$ cat config.mk
export PLATFORM = sky130hd
export DESIGN_NAME = radio_ctrl_top
export DESIGN_NICKNAME = d
export VERILOG_FILES = /design/src/hdl/radio_ctrl_pkg.sv /design/src/hdl/radio_ctrl_top.sv /design/src/hdl/readback_mux.sv /design/src/hdl/vita_timer.sv /design/src/hdl/misc_settings.sv
export SDC_FILE = /design/constraint.sdc
export NUM_CORES = 1
export LEC_CHECK = 0
export ABC_AREA = 1
export BUFFER_PORTS_ARGS = -buffer_cell sky130_fd_sc_hd__buf_4
export CAP_MARGIN = 20
export CORE_UTILIZATION = 43
export CTS_BUF_LIST = sky130_fd_sc_hd__clkbuf_4
export DETAILED_ROUTE_END_ITERATION = 10
export MAX_ROUTING_LAYER = met4
export PLACE_DENSITY_LB_ADDON = 0.3
export SYNTH_ARGS = -nofsm -noshare
export SYNTH_HDL_FRONTEND = slang
export SYNTH_SLANG_ARGS = --single-unit
$ cat constraint.sdc
create_clock -name dsp_clk -period 1.6 [get_ports dsp_clk]
set_input_delay 0.32 -clock dsp_clk [delete_from_list [all_inputs] [get_ports dsp_clk]]
set_output_delay 0.32 -clock dsp_clk [all_outputs]
set_load 0.1 [all_outputs]
$ cat src/hdl/radio_ctrl_pkg.sv
// Radio control plane definitions

package radio_ctrl_pkg;

   ////////////////////
   // Widths and base types

   typedef logic [7:0]  set_addr_t;
   typedef logic [31:0] set_data_t;
   typedef logic [63:0] vita_time_t;
   typedef logic [7:0]  led_t;
   typedef logic [3:0]  rb_addr_t;
   typedef logic [31:0] rb_word_t;

   // One write on the settings bus
   typedef struct packed {
      logic      stb;
      set_addr_t addr;
      set_data_t data;
   } set_bus_t;

   // Clock generator controls, SR_MISC+0 bits 4:0
   typedef struct packed {
      logic       clock_ready;
      logic [1:0] clk_en;
      logic [1:0] clk_sel;
   } clock_ctrl_t;

   // SERDES controls, SR_MISC+1 bits 3:0
   typedef struct packed {
      logic enable;
      logic prbsen;
      logic loopen;
      logic rx_en;
   } serdes_ctrl_t;

   // ADC controls, SR_MISC+2 bits 3:0
   typedef struct packed {
      logic oe_a;
      logic on_a;
      logic oe_b;
      logic on_b;
   } adc_ctrl_t;

   ////////////////////
   // Settings address map

   localparam set_addr_t SR_MISC   = 8'd0;
   localparam set_addr_t SR_TIME64 = 8'd10;

   localparam set_addr_t MISC_CLK     = 8'd0;
   localparam set_addr_t MISC_SER     = 8'd1;
   localparam set_addr_t MISC_ADC     = 8'd2;
   localparam set_addr_t MISC_LED_SW  = 8'd3;
   localparam set_addr_t MISC_PHY     = 8'd4;
   localparam set_addr_t MISC_LED_SRC = 8'd6;

   localparam set_addr_t TIME_HI   = 8'd0;
   localparam set_addr_t TIME_LO   = 8'd1;
   localparam set_addr_t TIME_CTRL = 8'd2;

   // Status, clock and link LEDs under hardware control
   localparam led_t LED_SRC_RESET = 8'h1E;

   ////////////////////
   // Readback word indices

   localparam rb_addr_t RB_STATUS  = 4'd8;
   localparam rb_addr_t RB_TIME_HI = 4'd10;
   localparam rb_addr_t RB_TIME_LO = 4'd11;
   localparam rb_addr_t RB_COMPAT  = 4'd12;
   localparam rb_addr_t RB_PPS_HI  = 4'd14;
   localparam rb_addr_t RB_PPS_LO  = 4'd15;

endpackage
$ cat src/hdl/radio_ctrl_top.sv
// Radio control plane top
`timescale 1ns/1ps

module radio_ctrl_top (
   input  logic                         dsp_clk,
   input  logic                         por_rst,
   input  radio_ctrl_pkg::set_bus_t     set_i,
   input  logic                         pps_i,
   input  logic                         run_rx_i,
   input  logic                         clk_status_i,
   input  logic                         link_up_i,
   input  radio_ctrl_pkg::rb_word_t     status_i,
   input  logic                         rb_stb_i,
   input  radio_ctrl_pkg::rb_addr_t     rb_addr_i,
   output radio_ctrl_pkg::clock_ctrl_t  clock_ctrl_o,
   output radio_ctrl_pkg::serdes_ctrl_t serdes_ctrl_o,
   output radio_ctrl_pkg::adc_ctrl_t    adc_ctrl_o,
   output logic                         phy_reset_n_o,
   output radio_ctrl_pkg::led_t         leds_o,
   output logic                         pps_int_o,
   output logic                         rb_ack_o,
   output radio_ctrl_pkg::rb_word_t     rb_data_o
);

   radio_ctrl_pkg::vita_time_t vita_time;
   radio_ctrl_pkg::vita_time_t vita_time_pps;
   logic                       good_sync;

   ////////////////////
   // Settings registers

   misc_settings #(.BASE(radio_ctrl_pkg::SR_MISC)) i_misc (
      .dsp_clk       (dsp_clk),
      .por_rst       (por_rst),
      .set_i         (set_i),
      .run_rx_i      (run_rx_i),
      .clk_status_i  (clk_status_i),
      .link_up_i     (link_up_i),
      .good_sync_i   (good_sync),
      .clock_ctrl_o  (clock_ctrl_o),
      .serdes_ctrl_o (serdes_ctrl_o),
      .adc_ctrl_o    (adc_ctrl_o),
      .phy_reset_n_o (phy_reset_n_o),
      .leds_o        (leds_o)
   );

   ////////////////////
   // VITA time

   vita_timer #(.BASE(radio_ctrl_pkg::SR_TIME64)) i_timer (
      .dsp_clk         (dsp_clk),
      .por_rst         (por_rst),
      .set_i           (set_i),
      .pps_i           (pps_i),
      .vita_time_o     (vita_time),
      .vita_time_pps_o (vita_time_pps),
      .pps_int_o       (pps_int_o),
      .good_sync_o     (good_sync)
   );

   ////////////////////
   // Readback, compat 7.3

   readback_mux #(
      .COMPAT_MAJOR (16'd7),
      .COMPAT_MINOR (16'd3)
   ) i_readback (
      .dsp_clk         (dsp_clk),
      .por_rst         (por_rst),
      .rb_stb_i        (rb_stb_i),
      .rb_addr_i       (rb_addr_i),
      .status_i        (status_i),
      .vita_time_i     (vita_time),
      .vita_time_pps_i (vita_time_pps),
      .rb_ack_o        (rb_ack_o),
      .rb_data_o       (rb_data_o)
   );

endmodule

$ cat src/hdl/readback_mux.sv
// Status readback mux
`timescale 1ns/1ps

module readback_mux #(
   parameter logic [15:0] COMPAT_MAJOR = 16'd0,
   parameter logic [15:0] COMPAT_MINOR = 16'd0
) (
   input  logic                       dsp_clk,
   input  logic                       por_rst,
   input  logic                       rb_stb_i,
   input  radio_ctrl_pkg::rb_addr_t   rb_addr_i,
   input  radio_ctrl_pkg::rb_word_t   status_i,
   input  radio_ctrl_pkg::vita_time_t vita_time_i,
   input  radio_ctrl_pkg::vita_time_t vita_time_pps_i,
   output logic                       rb_ack_o,
   output radio_ctrl_pkg::rb_word_t   rb_data_o
);

   radio_ctrl_pkg::rb_word_t sel_word;

   // Unused indices, the old irq word included, read zero
   always_comb begin
      case (rb_addr_i)
         radio_ctrl_pkg::RB_STATUS:  sel_word = status_i;
         radio_ctrl_pkg::RB_TIME_HI: sel_word = vita_time_i[63:32];
         radio_ctrl_pkg::RB_TIME_LO: sel_word = vita_time_i[31:0];
         radio_ctrl_pkg::RB_COMPAT:  sel_word = {COMPAT_MAJOR, COMPAT_MINOR};
         radio_ctrl_pkg::RB_PPS_HI:  sel_word = vita_time_pps_i[63:32];
         radio_ctrl_pkg::RB_PPS_LO:  sel_word = vita_time_pps_i[31:0];
         default:                    sel_word = '0;
      endcase
   end

   ////////////////////
   // Acknowledge and data

   always_ff @(posedge dsp_clk) begin
      if (por_rst)
         rb_ack_o <= 1'b0;
      else
         rb_ack_o <= rb_stb_i;
   end

   // Word is held until the next strobe
   always_ff @(posedge dsp_clk) begin
      if (rb_stb_i)
         rb_data_o <= sel_word;
   end

endmodule

$ cat src/hdl/vita_timer.sv
// VITA time counter with PPS sync
`timescale 1ns/1ps

module vita_timer #(
   parameter radio_ctrl_pkg::set_addr_t BASE = radio_ctrl_pkg::SR_TIME64
) (
   input  logic                       dsp_clk,
   input  logic                       por_rst,
   input  radio_ctrl_pkg::set_bus_t   set_i,
   input  logic                       pps_i,
   output radio_ctrl_pkg::vita_time_t vita_time_o,
   output radio_ctrl_pkg::vita_time_t vita_time_pps_o,
   output logic                       pps_int_o,
   output logic                       good_sync_o
);

   localparam radio_ctrl_pkg::set_addr_t ADDR_HI   = BASE + radio_ctrl_pkg::TIME_HI;
   localparam radio_ctrl_pkg::set_addr_t ADDR_LO   = BASE + radio_ctrl_pkg::TIME_LO;
   localparam radio_ctrl_pkg::set_addr_t ADDR_CTRL = BASE + radio_ctrl_pkg::TIME_CTRL;

   radio_ctrl_pkg::set_data_t  load_hi;
   radio_ctrl_pkg::set_data_t  load_lo;
   radio_ctrl_pkg::vita_time_t vita_time;
   radio_ctrl_pkg::vita_time_t next_time;
   logic                       armed;
   logic [1:0]                 pps_sync;
   logic                       pps_dly;
   logic                       pps_edge;
   logic                       wr_ctrl;
   logic                       load_now;
   logic                       load_pps;

   ////////////////////
   // Time load registers

   assign wr_ctrl  = set_i.stb && (set_i.addr == ADDR_CTRL);
   assign load_now = wr_ctrl && set_i.data[0];

   always_ff @(posedge dsp_clk) begin
      if (por_rst) begin
         load_hi <= '0;
         load_lo <= '0;
      end else if (set_i.stb) begin
         if (set_i.addr == ADDR_HI)
            load_hi <= set_i.data;
         if (set_i.addr == ADDR_LO)
            load_lo <= set_i.data;
      end
   end

   ////////////////////
   // PPS synchronizer and edge detect

   always_ff @(posedge dsp_clk) begin
      if (por_rst) begin
         pps_sync <= 2'b00;
         pps_dly  <= 1'b0;
      end else begin
         pps_sync <= {pps_sync[0], pps_i};
         pps_dly  <= pps_sync[1];
      end
   end

   assign pps_edge = pps_sync[1] & ~pps_dly;
   assign load_pps = pps_edge & armed;

   // Software load wins over a PPS load at the same edge
   always_comb begin
      if (load_now || load_pps)
         next_time = {load_hi, load_lo};
      else
         next_time = vita_time + 64'd1;
   end

   ////////////////////
   // Counter, arm and capture

   always_ff @(posedge dsp_clk) begin
      if (por_rst) begin
         vita_time       <= '0;
         vita_time_pps_o <= '0;
         armed           <= 1'b0;
         good_sync_o     <= 1'b0;
         pps_int_o       <= 1'b0;
      end else begin
         vita_time <= next_time;
         pps_int_o <= pps_edge;
         if (pps_edge)
            vita_time_pps_o <= next_time;
         // A control write arms when bit 0 is clear, else disarms
         if (wr_ctrl)
            armed <= ~set_i.data[0];
         else if (load_pps)
            armed <= 1'b0;
         if (load_pps)
            good_sync_o <= 1'b1;
      end
   end

   assign vita_time_o = vita_time;

endmodule

$ cat src/hdl/misc_settings.sv
// Misc settings and LED mix
`timescale 1ns/1ps

module misc_settings #(
   parameter radio_ctrl_pkg::set_addr_t BASE = radio_ctrl_pkg::SR_MISC
) (
   input  logic                         dsp_clk,
   input  logic                         por_rst,
   input  radio_ctrl_pkg::set_bus_t     set_i,
   input  logic                         run_rx_i,
   input  logic                         clk_status_i,
   input  logic                         link_up_i,
   input  logic                         good_sync_i,
   output radio_ctrl_pkg::clock_ctrl_t  clock_ctrl_o,
   output radio_ctrl_pkg::serdes_ctrl_t serdes_ctrl_o,
   output radio_ctrl_pkg::adc_ctrl_t    adc_ctrl_o,
   output logic                         phy_reset_n_o,
   output radio_ctrl_pkg::led_t         leds_o
);

   // Absolute register addresses
   localparam radio_ctrl_pkg::set_addr_t ADDR_CLK     = BASE + radio_ctrl_pkg::MISC_CLK;
   localparam radio_ctrl_pkg::set_addr_t ADDR_SER     = BASE + radio_ctrl_pkg::MISC_SER;
   localparam radio_ctrl_pkg::set_addr_t ADDR_ADC     = BASE + radio_ctrl_pkg::MISC_ADC;
   localparam radio_ctrl_pkg::set_addr_t ADDR_LED_SW  = BASE + radio_ctrl_pkg::MISC_LED_SW;
   localparam radio_ctrl_pkg::set_addr_t ADDR_PHY     = BASE + radio_ctrl_pkg::MISC_PHY;
   localparam radio_ctrl_pkg::set_addr_t ADDR_LED_SRC = BASE + radio_ctrl_pkg::MISC_LED_SRC;

   radio_ctrl_pkg::clock_ctrl_t  clock_reg;
   radio_ctrl_pkg::serdes_ctrl_t serdes_reg;
   radio_ctrl_pkg::adc_ctrl_t    adc_reg;
   radio_ctrl_pkg::led_t         led_sw;
   radio_ctrl_pkg::led_t         led_src;
   radio_ctrl_pkg::led_t         led_hw;
   logic                         phy_reset;

   ////////////////////
   // Register file

   always_ff @(posedge dsp_clk) begin
      if (por_rst) begin
         clock_reg  <= '0;
         serdes_reg <= '0;
         adc_reg    <= '0;
         led_sw     <= '0;
         phy_reset  <= 1'b0;
         led_src    <= radio_ctrl_pkg::LED_SRC_RESET;
      end else if (set_i.stb) begin
         case (set_i.addr)
            ADDR_CLK:     clock_reg  <= radio_ctrl_pkg::clock_ctrl_t'(set_i.data[4:0]);
            ADDR_SER:     serdes_reg <= radio_ctrl_pkg::serdes_ctrl_t'(set_i.data[3:0]);
            ADDR_ADC:     adc_reg    <= radio_ctrl_pkg::adc_ctrl_t'(set_i.data[3:0]);
            ADDR_LED_SW:  led_sw     <= set_i.data[7:0];
            ADDR_PHY:     phy_reset  <= set_i.data[0];
            ADDR_LED_SRC: led_src    <= set_i.data[7:0];
            default: begin
            end
         endcase
      end
   end

   assign clock_ctrl_o  = clock_reg;
   assign serdes_ctrl_o = serdes_reg;
   assign adc_ctrl_o    = adc_reg;

   // PHY reset pin is active low
   assign phy_reset_n_o = ~phy_reset;

   ////////////////////
   // LED mix

   // Bit 4 would be run_tx, there is no transmit path here
   assign led_hw = {3'b000, 1'b0, run_rx_i, clk_status_i, link_up_i & good_sync_i, 1'b0};

   // A set source bit hands the LED to hardware
   assign leds_o = (led_src & led_hw) | (~led_src & led_sw);

endmodule

==> results.py, run 1 <==
metrics = {
    "floorplanning": {
        "die_y_um": 172,
        "ios": 140,
        "num_rows": 61,
        "fp.dieW_um": 172,
        "dieArea_um2": 29600,
        "initial_utilization_pct": 44.2,
        "core_um2": 28100,
    },
    "finish": {
        "synthToLayoutAreaGrowth_pct": 56.5,
        "final_common_cell": "nand2_1",
        "nFillCells": 2340,
        "drive_above_1_share_pct": 40.8,
        "instances_no_fill": 2610,
        "final_area_um2": 19400,
        "multi_input_area_um2": 7260,
        "layout_common_cells": "nand2_1 (319), buf_4 (257), inv_1 (211), a21oi_1 (162), dfxtp_1 (156)",
        "layout.area.seq_um2": 5700,
        "final_net_count": 2263,
    },
    "yosys": {
        "synth.avg_cell_area_um2": 7.06,
        "ys_ff_latch": 261,
        "synth_nets": 1844,
        "synth.cell_area_um2": 12400,
        "synth_ff_type": "dfxtp_1",
        "async_flop_share_pct": 0,
        "synth_cells": 1759,
        "synth_warnings": 0,
        "synth_cell_type_count": 39,
        "synth-edff-count": 32,
        "seq_area_frac_synth_pct": 44.7,
    },
    "route": {
        "vias": 13800,
        "drt_wl_total_um": 47500,
        "post_drt_wl_per_cell_um": 18.2,
        "via_per_inst": 5.29,
        "first_pass_iters": 5,
        "ant_nets": 0,
        "drc": 0,
        "drtIter0Drc": 1176,
    },
    "critical_path": {
        "crit_type": "register to output pin",
        "critPathRequiredTime_ns": 1.28,
        "worstPathArrival_ns": 1.57,
        "r2r_slack_ns": -0.22,
        "worstSetupEndpointType": "output pin",
        "crit_path_start_kind": "register",
        "critPathMaxFanout": 2,
    },
    "placement": {
        "hpwl_um": 32500,
        "gp_congestion": 1.03,
        "portBuffers": 139,
        "place_area_um2": 15200,
        "place_inst": 2391,
    },
    "clocking": {
        "clk_path_buf_depth": 3,
        "cts_tree": "built",
        "clkTransAtPathRegs_ns": 0.07,
        "cts_sinks": 261,
        "cts_buffers": 70,
        "clock_latency_ns": 0.72,
        "cts-root-buf": "clkbuf_4",
        "htreeDepth": 3,
    },
    "timing": {
        "hold_viol_final": 0,
        "fin_tns_setup_ns": -9.42,
        "slew_headroom_pct": 67.8,
        "rsz0062_at_grt": "yes",
        "max_slew.worst_pin.slew_ns": 0.482,
        "setup_violations": 112,
        "max_freq_mhz": 530,
        "skew_ns": 0.0642,
        "period_share_pct": 118,
        "maxSlewViolCount": 0,
        "fin_crit_ns": 1.89,
        "fin_ws_ns": -0.288,
    },
    "global_route": {
        "grt_max_degree": 74,
        "grt_usage_pct": 32.4,
        "antenna_found_initial": 1,
        "grt_first_pass_wirelength_um": 70400,
        "grt-ovfl-total": 0,
        "grt_pass1_vias": 12800,
    },
    "power": {
        "power_density_nw_per_um2": 745,
        "vdd_drop_max_v": 0.000528,
        "p_leak_nw": 8.04,
    },
    "hold_path": {
        "hold_path_class": "input pin to register",
    },
    "status": {
        "status": "finished, violations left",
        "violations": "setup timing",
    },
    "flow_run": {
        "drv_cap": 0,
    },
}
report_power, final:
part           switching [mW]  total, mW  internal [mW]  leakage (nW)
Sequential             0.0640       6.79           6.73          2.22
Clock                    2.93       6.18           3.25         0.552
Combinational           0.928       1.50          0.572          5.26
cell families after synthesis:
kind of cell / after synthesis / share of synthesized area, %
adders and majority gates: 1 / 0.101
and+or+nand+nor: 797 / 26.9
DFF: 261 / 44.7
AOI/OAI and AO/OA: 355 / 16.3
muxes: 2 / 0.181
buffers and inverters: 318 / 10.1
xor gates and xnor gates: 25 / 1.76
layer usage:
metal,GRT usage (%),wire (um),up-vias
met5,-,0,-
met4,10.8,1380,0
met3,6.29,4450,102
met2,49.5,21400,628
met1,42.8,20200,6474
li1,-,-,6602
cell usage after synthesis (6+ instances only):
master / number / share of area [%]
o21ai_1: 14 / 0.56
xor2_1: 14 / 0.99
a21oi_1: 195 / 7.9
clkbuf_1: 59 / 1.8
nor2_1: 207 / 6.3
o211ai_1: 21 / 1.3
buf_2: 10 / 0.40
inv_1: 232 / 7.0
nand3_1: 146 / 5.9
o22ai_1: 6 / 0.30
a221oi_1: 25 / 1.8
dfxtp_1: 229 / 37
nand2_1: 407 / 12
edfxtp_1: 32 / 7.7
o221ai_1: 18 / 1.3
nor2_2: 7 / 0.35
nand2_2: 9 / 0.45
xnor2_1: 11 / 0.78
o21ai_0: 69 / 2.8
flip-flops by register name (all words and copies together) (netlist names), 2 cells and up:
signal and cells:
i_misc.adc_ctrl_o 4, i_misc.clock_ctrl_o 5, i_misc.led_src 8, i_misc.led_sw 8
i_misc.serdes_ctrl_o 4, i_readback.rb_data_o 32, i_timer.load_hi 32, i_timer.load_lo 32
i_timer.pps_sync 2, i_timer.vita_time_o 64, i_timer.vita_time_pps_o 64
cell type report:
class	count	share of cell area, %
Antenna cell	1	0.0129
Clock buffer	107	4.13
Clock inverter	18	0.644
Inverter	235	4.68
Multi-Input combinational cell	1180	37.3
Sequential cell	261	29.3
Tap cell	378	2.43
Timing Repair Buffer	430	21.4
worst max-delay path, stage by stage (launching register included):
cell and delay [ns]:
dfxtp_2 0.35, mux2_4 0.32, buf_12 0.17
worst paths after layout:
path,start,endpoint,depth (start not counted)
worst max-delay path,i_misc.led_src[2],leds_o[2],2
worst min-delay path,rb_stb_i,i_readback.rb_ack_o,3
worst max register to register,i_timer.vita_time_o[1],i_timer.vita_time_pps_o[30],12
worst min register to register,i_timer.pps_sync[0],i_timer.pps_sync[1],2
through the flow:
| stage | hold WS [ns] | total power, mW | setup slack (ns) | util [%] |
|---|---|---|---|---|
| floorplan | 0.388 | 7.69 | 0.0185 | - |
| global placement | 0.409 | 8.21 | -0.333 | 54.2 |
| detailed placement | 0.405 | 8.22 | -0.351 | 54.2 |
| CTS | 0.000658 | 14.5 | -0.319 | 65.5 |
| global route | 0.0414 | 15.0 | -0.325 | 69.2 |
| finish | 0.0547 | 14.5 | -0.288 | 69.2 |
timing repair:
item / 4_1_cts / 5_1_grt
cloned: 0 / 0
pin swaps: 119 / 132
endpoints found under the hold margin: 122 / 0
buffers inserted: 19 / 19
hold buffers: 62 / 0
setup endpoints to repair: 162 / 182
resized for setup: 449 / 246
Power figures use the tool's default switching activity.
==> inputs of run 2 (changes only) <==
CELL_PAD_IN_SITES_DETAIL_PLACEMENT = 0   (was not set)
CELL_PAD_IN_SITES_GLOBAL_PLACEMENT = 2   (was not set)
CORE_UTILIZATION = 31   (was 43)
MAX_ROUTING_LAYER = not set   (was met4)
==> run 2 against run 1 <==
- combinational power grew 3%
- power grew 4.1%
- critical path depth is the same
- first-iteration DRC count shrank 40%
- die area grew 38%
- critical endpoint unchanged
- largest power group unchanged
- flip-flop and latch count is the same
- worst setup slack lost 0.026 ns
- final cell count grew 7.9%
- cell area grew 4.7%
- wire length grew 6.4%
- the run still ends with setup timing left
- clock power grew 8.7%
- fmax shrank 1.4%
- highest routed layer unchanged
==> results.py, run 2 (same netlist as run 1, synthesis figures left out) <==
metrics = {
    "floorplanning": {
        "dieArea_um2": 40900,
        "initial_utilization_pct": 31.8,
        "die_y_um": 202,
        "fp.dieW_um": 202,
        "num_rows": 72,
        "core_um2": 39100,
        "ios": 140,
    },
    "finish": {
        "multi_input_area_um2": 7380,
        "layout_common_cells": "nand2_1 (298), buf_4 (292), inv_1 (211), a21oi_1 (161), dfxtp_1 (153)",
        "final_common_cell": "nand2_1",
        "nFillCells": 3851,
        "layout.area.seq_um2": 5720,
        "final_net_count": 2319,
        "final_area_um2": 20300,
        "synthToLayoutAreaGrowth_pct": 63.7,
        "drive_above_1_share_pct": 43.5,
    },
    "power": {
        "swShare_pct": 27.4,
        "power_mw": 15.1,
        "p_seq_share_pct": 45.0,
        "vdd_drop_max_v": 0.000507,
        "power_density_nw_per_um2": 740,
        "intPower_mw": 10.9,
        "p_leak_nw": 8.44,
        "power_frac_clock_pct": 44.7,
        "power_frac_comb_pct": 10.3,
        "p_switching_mw": 4.13,
    },
    "timing": {
        "max_freq_mhz": 522,
        "maxSlewViolCount": 0,
        "fin_crit_ns": 1.91,
        "max_slew.worst_pin.slew_ns": 0.799,
        "hold_viol_final": 0,
        "period_share_pct": 120,
        "slew_headroom_pct": 46.5,
        "setup_violations": 130,
        "rsz0062_at_grt": "yes",
        "fin_ws_ns": -0.314,
        "skew_ns": 0.0394,
    },
    "critical_path": {
        "worstPathArrival_ns": 1.59,
        "worstSetupEndpointType": "output pin",
        "path_cells": "mux2_4 -> buf_12",
        "cp_top_family": "flip-flops",
        "crit_path_start_kind": "register",
        "critPathMaxFanout": 2,
        "cpPeakStageDelay_ns": 0.34,
        "critPathRequiredTime_ns": 1.28,
        "crit_type": "register to output pin",
        "cp_slowest_cell": "dfxtp_2",
        "worst-path-buf-inv": 1,
    },
    "clocking": {
        "cts_sinks": 261,
        "cts_buffers": 77,
        "cts-root-buf": "clkbuf_4",
        "clk_path_buf_depth": 3,
        "clock_latency_ns": 0.77,
        "clkTransAtPathRegs_ns": 0.06,
        "cts_tree": "built",
        "htreeDepth": 3,
    },
    "route": {
        "post_drt_wl_per_cell_um": 17.9,
        "drt_wl_total_um": 50500,
        "vias": 13500,
        "drtIter0Drc": 707,
        "via_per_inst": 4.81,
        "ant_nets": 0,
        "first_pass_iters": 5,
        "drc": 0,
    },
    "global_route": {
        "grt_first_pass_wirelength_um": 75200,
        "grt_usage_pct": 24.1,
        "grt_pass1_vias": 13100,
        "grt-ovfl-total": 0,
        "antenna_found_initial": 2,
        "grt_max_degree": 57,
    },
    "placement": {
        "gp_congestion": 0.929,
        "place_area_um2": 15800,
        "hpwl_um": 36100,
        "portBuffers": 139,
    },
    "status": {
        "violations": "setup timing",
        "status": "finished, violations left",
    },
    "flow_run": {
        "drv_cap": 0,
    },
    "hold_path": {
        "hold_path_class": "input pin to register",
    },
}
-- run 2: final timing paths --
path,start,end,slack (ns),cells after the start
max reg2reg,i_timer.vita_time_o[0],i_timer.vita_time_pps_o[56],-0.18,14
min reg2reg,i_timer.load_lo[9],i_timer.load_lo[9],0.45,2
max,i_misc.led_src[2],leds_o[2],-0.31,2
min,set_i[36],i_timer.armed,0.08,7
-- run 2: final cells by class --
type | count | share of cell area (%)
Multi-Input combinational cell | 1180 | 36.3
Sequential cell | 261 | 28.1
Timing Repair Buffer | 479 | 22.7
Inverter | 235 | 4.53
Clock buffer | 114 | 4.21
Tap cell | 518 | 3.19
Clock inverter | 28 | 0.880
Antenna cell | 2 | 0.0246
-- run 2: per-layer routing --
layer  up-vias  GRT usage, %  wire, um
met5         -             0         0
met4         0          8.11      1240
met3        72          5.18      2870
met2       359          36.3     22200
met1      6396          33.9     24100
li1       6712             -         -
-- run 2: per-stage QoR --
| stage | instances | hold slack, ns | setup TNS [ns] | setup slack (ns) | util [%] |
|---|---|---|---|---|---|
| finish | 2817 | 0.0838 | -9.27 | -0.314 | 52.0 |
| global route | 2817 | 0.0863 | -20.06 | -0.395 | 52.0 |
| global placement | 2574 | 0.438 | -40.70 | -0.486 | 40.4 |
| floorplan | 1759 | 0.388 | 0 | 0.0185 | - |
| CTS | 2801 | 0.00941 | -13.27 | -0.397 | 48.8 |
| detailed placement | 2574 | 0.442 | -44.06 | -0.466 | 40.4 |
-- run 2: power groups by stage --
stage	Sequential [mW]	Combinational, mW	Clock [mW]
CTS	6.80	1.53	6.96
finish	6.78	1.55	6.72
floorplan	7.27	0.428	0
global placement	6.96	1.32	0
global route	6.79	1.66	7.33
detailed placement	6.96	1.33	0
-- run 2: worst reg2reg max path, cell delays in order (launching register included) --
cell and delay [ns]:
dfxtp_4 0.37, ha_4 0.14, inv_4 0.03, nor2_4 0.14, nand2_4 0.09, nor2_4 0.15, buf_6 0.15, buf_6 0.11
nand2_4 0.05, o21ai_2 0.10, nand2_1 0.07, nand2_2 0.08, nand3_2 0.07, nand2_1 0.07, inv_1 0.04
-- run 2: what timing repair did --
item                                   CTS  global route
endpoints found under the hold margin  139             0
setup endpoints to repair              167           182
hold buffers                            69             0
buffers inserted                        19            16
gates cloned                             0             2
pin swaps                              133           153
resized for setup                      449           306
==> inputs of run 3 (changes only) <==
CORE_UTILIZATION = 30   (was 31)
SYNTH_HIERARCHICAL = 1   (was not set)
==> run 3 against run 2 <==
- the run still ends with setup timing left
- flip-flop and latch count stayed put
- sequential share of layout area is 1.8 points lower
- via count is 9.1% higher
- register-to-register slack worse by 0.02 ns
- area after synthesis is 9.3% higher
- cell area is 5.9% higher
- clock-buffer cell count is 6 higher
- final cell count is 14% higher
- clock power is 2% higher
- first-iteration DRC count is 32% higher
- critical endpoint is now leds_o[3]
==> results.py, run 3 <==
metrics = {
    "hold_path": {
        "holdCritStartpoint": "set_i[39]",
        "hold_path_class": "input pin to register",
        "min_path_cells": 6,
    },
    "critical_path": {
        "r2r_slack_ns": -0.20,
        "crit_path_start_kind": "register",
        "timing.rr.start": "i_timer/vita_time_o[0]",
        "critPathMaxFanout": 2,
        "worstPathArrival_ns": 1.66,
        "crit_start": "i_misc/led_src[3]",
        "r2r_cells": 12,
        "critPathRequiredTime_ns": 1.28,
        "crit_type": "register to output pin",
        "worstSetupEndpointType": "output pin",
    },
    "yosys": {
        "synth_warnings": 6,
        "seq_area_frac_synth_pct": 40.9,
        "yosys-top-cells-area": "dfxtp_1 (34%), nand2_1 (14%), nor2_1 (11%)",
        "synth_top_area_share_pct": 33.8,
        "synth.cell_area_um2": 13600,
        "yosys.cell_count.top_type": "nand2_1",
        "ys_ff_latch": 261,
        "synth_ff_type": "dfxtp_1",
        "synth_cells": 2058,
        "synth_nets": 2143,
        "synth_cell_type_count": 41,
        "synth_common_cells": "nand2_1 (506), nor2_1 (406), inv_1 (269)",
        "async_flop_share_pct": 0,
        "yosysTopAreaCell": "dfxtp_1",
        "synth-edff-count": 32,
        "synth.avg_cell_area_um2": 6.60,
    },
    "placement": {
        "place_ws_ns": -0.350,
        "place_inst": 2940,
        "gp_congestion": 0.936,
        "portBuffers": 139,
        "hpwl_um": 37800,
    },
    "timing": {
        "fin_crit_ns": 1.98,
        "setup_violations": 162,
        "skew_ns": 0.0420,
        "max_freq_mhz": 505,
        "max_slew.worst_pin.slew_ns": 0.369,
        "period_share_pct": 124,
        "fin_ws_ns": -0.379,
        "maxSlewViolCount": 0,
        "slew_headroom_pct": 75.4,
        "fin_tns_setup_ns": -17.21,
        "rsz0062_at_grt": "yes",
        "hold_viol_final": 0,
    },
    "route": {
        "drt_wl_total_um": 53400,
        "post_drt_wl_per_cell_um": 16.7,
        "via_per_inst": 4.61,
        "drtIter0Drc": 936,
        "vias": 14800,
        "first_pass_iters": 5,
        "drc": 0,
        "ant_nets": 0,
    },
    "floorplanning": {
        "num_rows": 77,
        "dieArea_um2": 46100,
        "die_y_um": 215,
        "initial_utilization_pct": 30.6,
        "fp.dieW_um": 215,
        "ios": 140,
        "core_um2": 44400,
    },
    "finish": {
        "instances_no_fill": 3203,
        "final_common_cell": "nand2_1",
        "layout.area.seq_um2": 5680,
        "fin_util_pct": 48.5,
        "synthToLayoutAreaGrowth_pct": 58.6,
        "multi_input_area_um2": 8140,
        "drive_above_1_share_pct": 38.3,
        "final_net_count": 2629,
        "layout_common_cells": "nand2_1 (422), nor2_1 (327), buf_4 (307), inv_1 (255), dfxtp_1 (157)",
        "nFillCells": 4553,
    },
    "clocking": {
        "clock_latency_ns": 0.82,
        "cts_buffers": 79,
        "cts_sinks": 261,
        "htreeDepth": 3,
        "clkTransAtPathRegs_ns": 0.07,
        "clk_path_buf_depth": 3,
        "cts-root-buf": "clkbuf_4",
        "cts_tree": "built",
    },
    "global_route": {
        "grt_first_pass_wirelength_um": 80100,
        "grt_max_degree": 65,
        "antenna_found_initial": 2,
        "grt_pass1_vias": 14300,
        "grt-ovfl-total": 0,
        "grt_usage_pct": 22.5,
    },
    "power": {
        "p_leak_nw": 9.45,
        "power_mw": 15.4,
        "power_density_nw_per_um2": 715,
        "vdd_drop_max_v": 0.000457,
    },
    "status": {
        "violations": "setup timing",
        "status": "finished, violations left",
    },
    "flow_run": {
        "drv_cap": 0,
    },
}
==> run 3: changes by cell type after synthesis, sizes merged, moves of 26 or more <==
cell	delta
nor2	+210
nand2	+99
a21oi	-97
nand3	+66
inv	+44
buf	+37
a211oi	+31
clkbuf	-26
==> run 3: worst paths after layout <==
| check | end |
|---|---|
| min | i_misc/led_sw[1] |
| max | leds_o[3] |
| min reg2reg | i_timer/pps_dly |
| max reg2reg | i_timer/vita_time_pps_o[47] |
==> run 3: worst max-delay path, stage by stage, from the launching register on <==
cell     delay (ns)
dfxtp_2        0.35
mux2_4         0.31
buf_12         0.17
==> run 3: kinds of logic (layout without fill, tap and decap cells) <==
kind of cell / Yosys count / in the layout / synth area share, %
simple gates: 1174 / 1174 / 36.5
buf+inv: 372 / 920 / 11.4
flops: 261 / 261 / 40.9
compound gates: 220 / 220 / 9.19
xor+xnor: 28 / 28 / 1.81
mux: 2 / 2 / 0.166
fa+ha+maj: 1 / 1 / 0.0922
other cells: 0 / 5 / 0
==> run 3: per-stage QoR <==
step                hold slack [ns]  cell area, um^2
floorplan                     0.388            13600
global placement              0.434            17000
detailed placement            0.439            17000
CTS                         -0.0342            20400
global route               -0.00605            21500
finish                       0.0173            21500
==> run 3: final cells by class <==
class / instances / share of cell area, %
clock buffer: 120 / 4.19
inverter: 278 / 4.96
multi-input combinational: 1425 / 37.8
tap: 592 / 3.44
clock inverter: 23 / 0.686
sequential: 261 / 26.4
antenna: 5 / 0.0581
timing repair buffer: 499 / 22.5
==> run 3: timing repair <==
item                                    4_1_cts  5_1_grt
hold endpoints to repair                    159        1
gates resized for setup                     409      237
buffers inserted                             20       24
pin swaps                                   109      125
endpoints found under the setup margin      159      228
gates cloned                                  0        5
hold buffers                                 83        1
==> run 3: power by group <==
part / leakage (nW) / switching (mW) / internal (mW)
Clock: 0.615 / 3.14 / 3.73
Combinational: 6.61 / 1.04 / 0.669
Sequential: 2.22 / 0.0776 / 6.74
==> run 3: metal layers <==
metal / up-vias / wire length (um) / GRT usage, %
met1: 6840 / 25100 / 31.1
met2: 384 / 23800 / 34.0
met4: 0 / 1530 / 8.45
li1: 7459 / - / -
met5: - / 0 / 0
met3: 94 / 2960 / 5.08
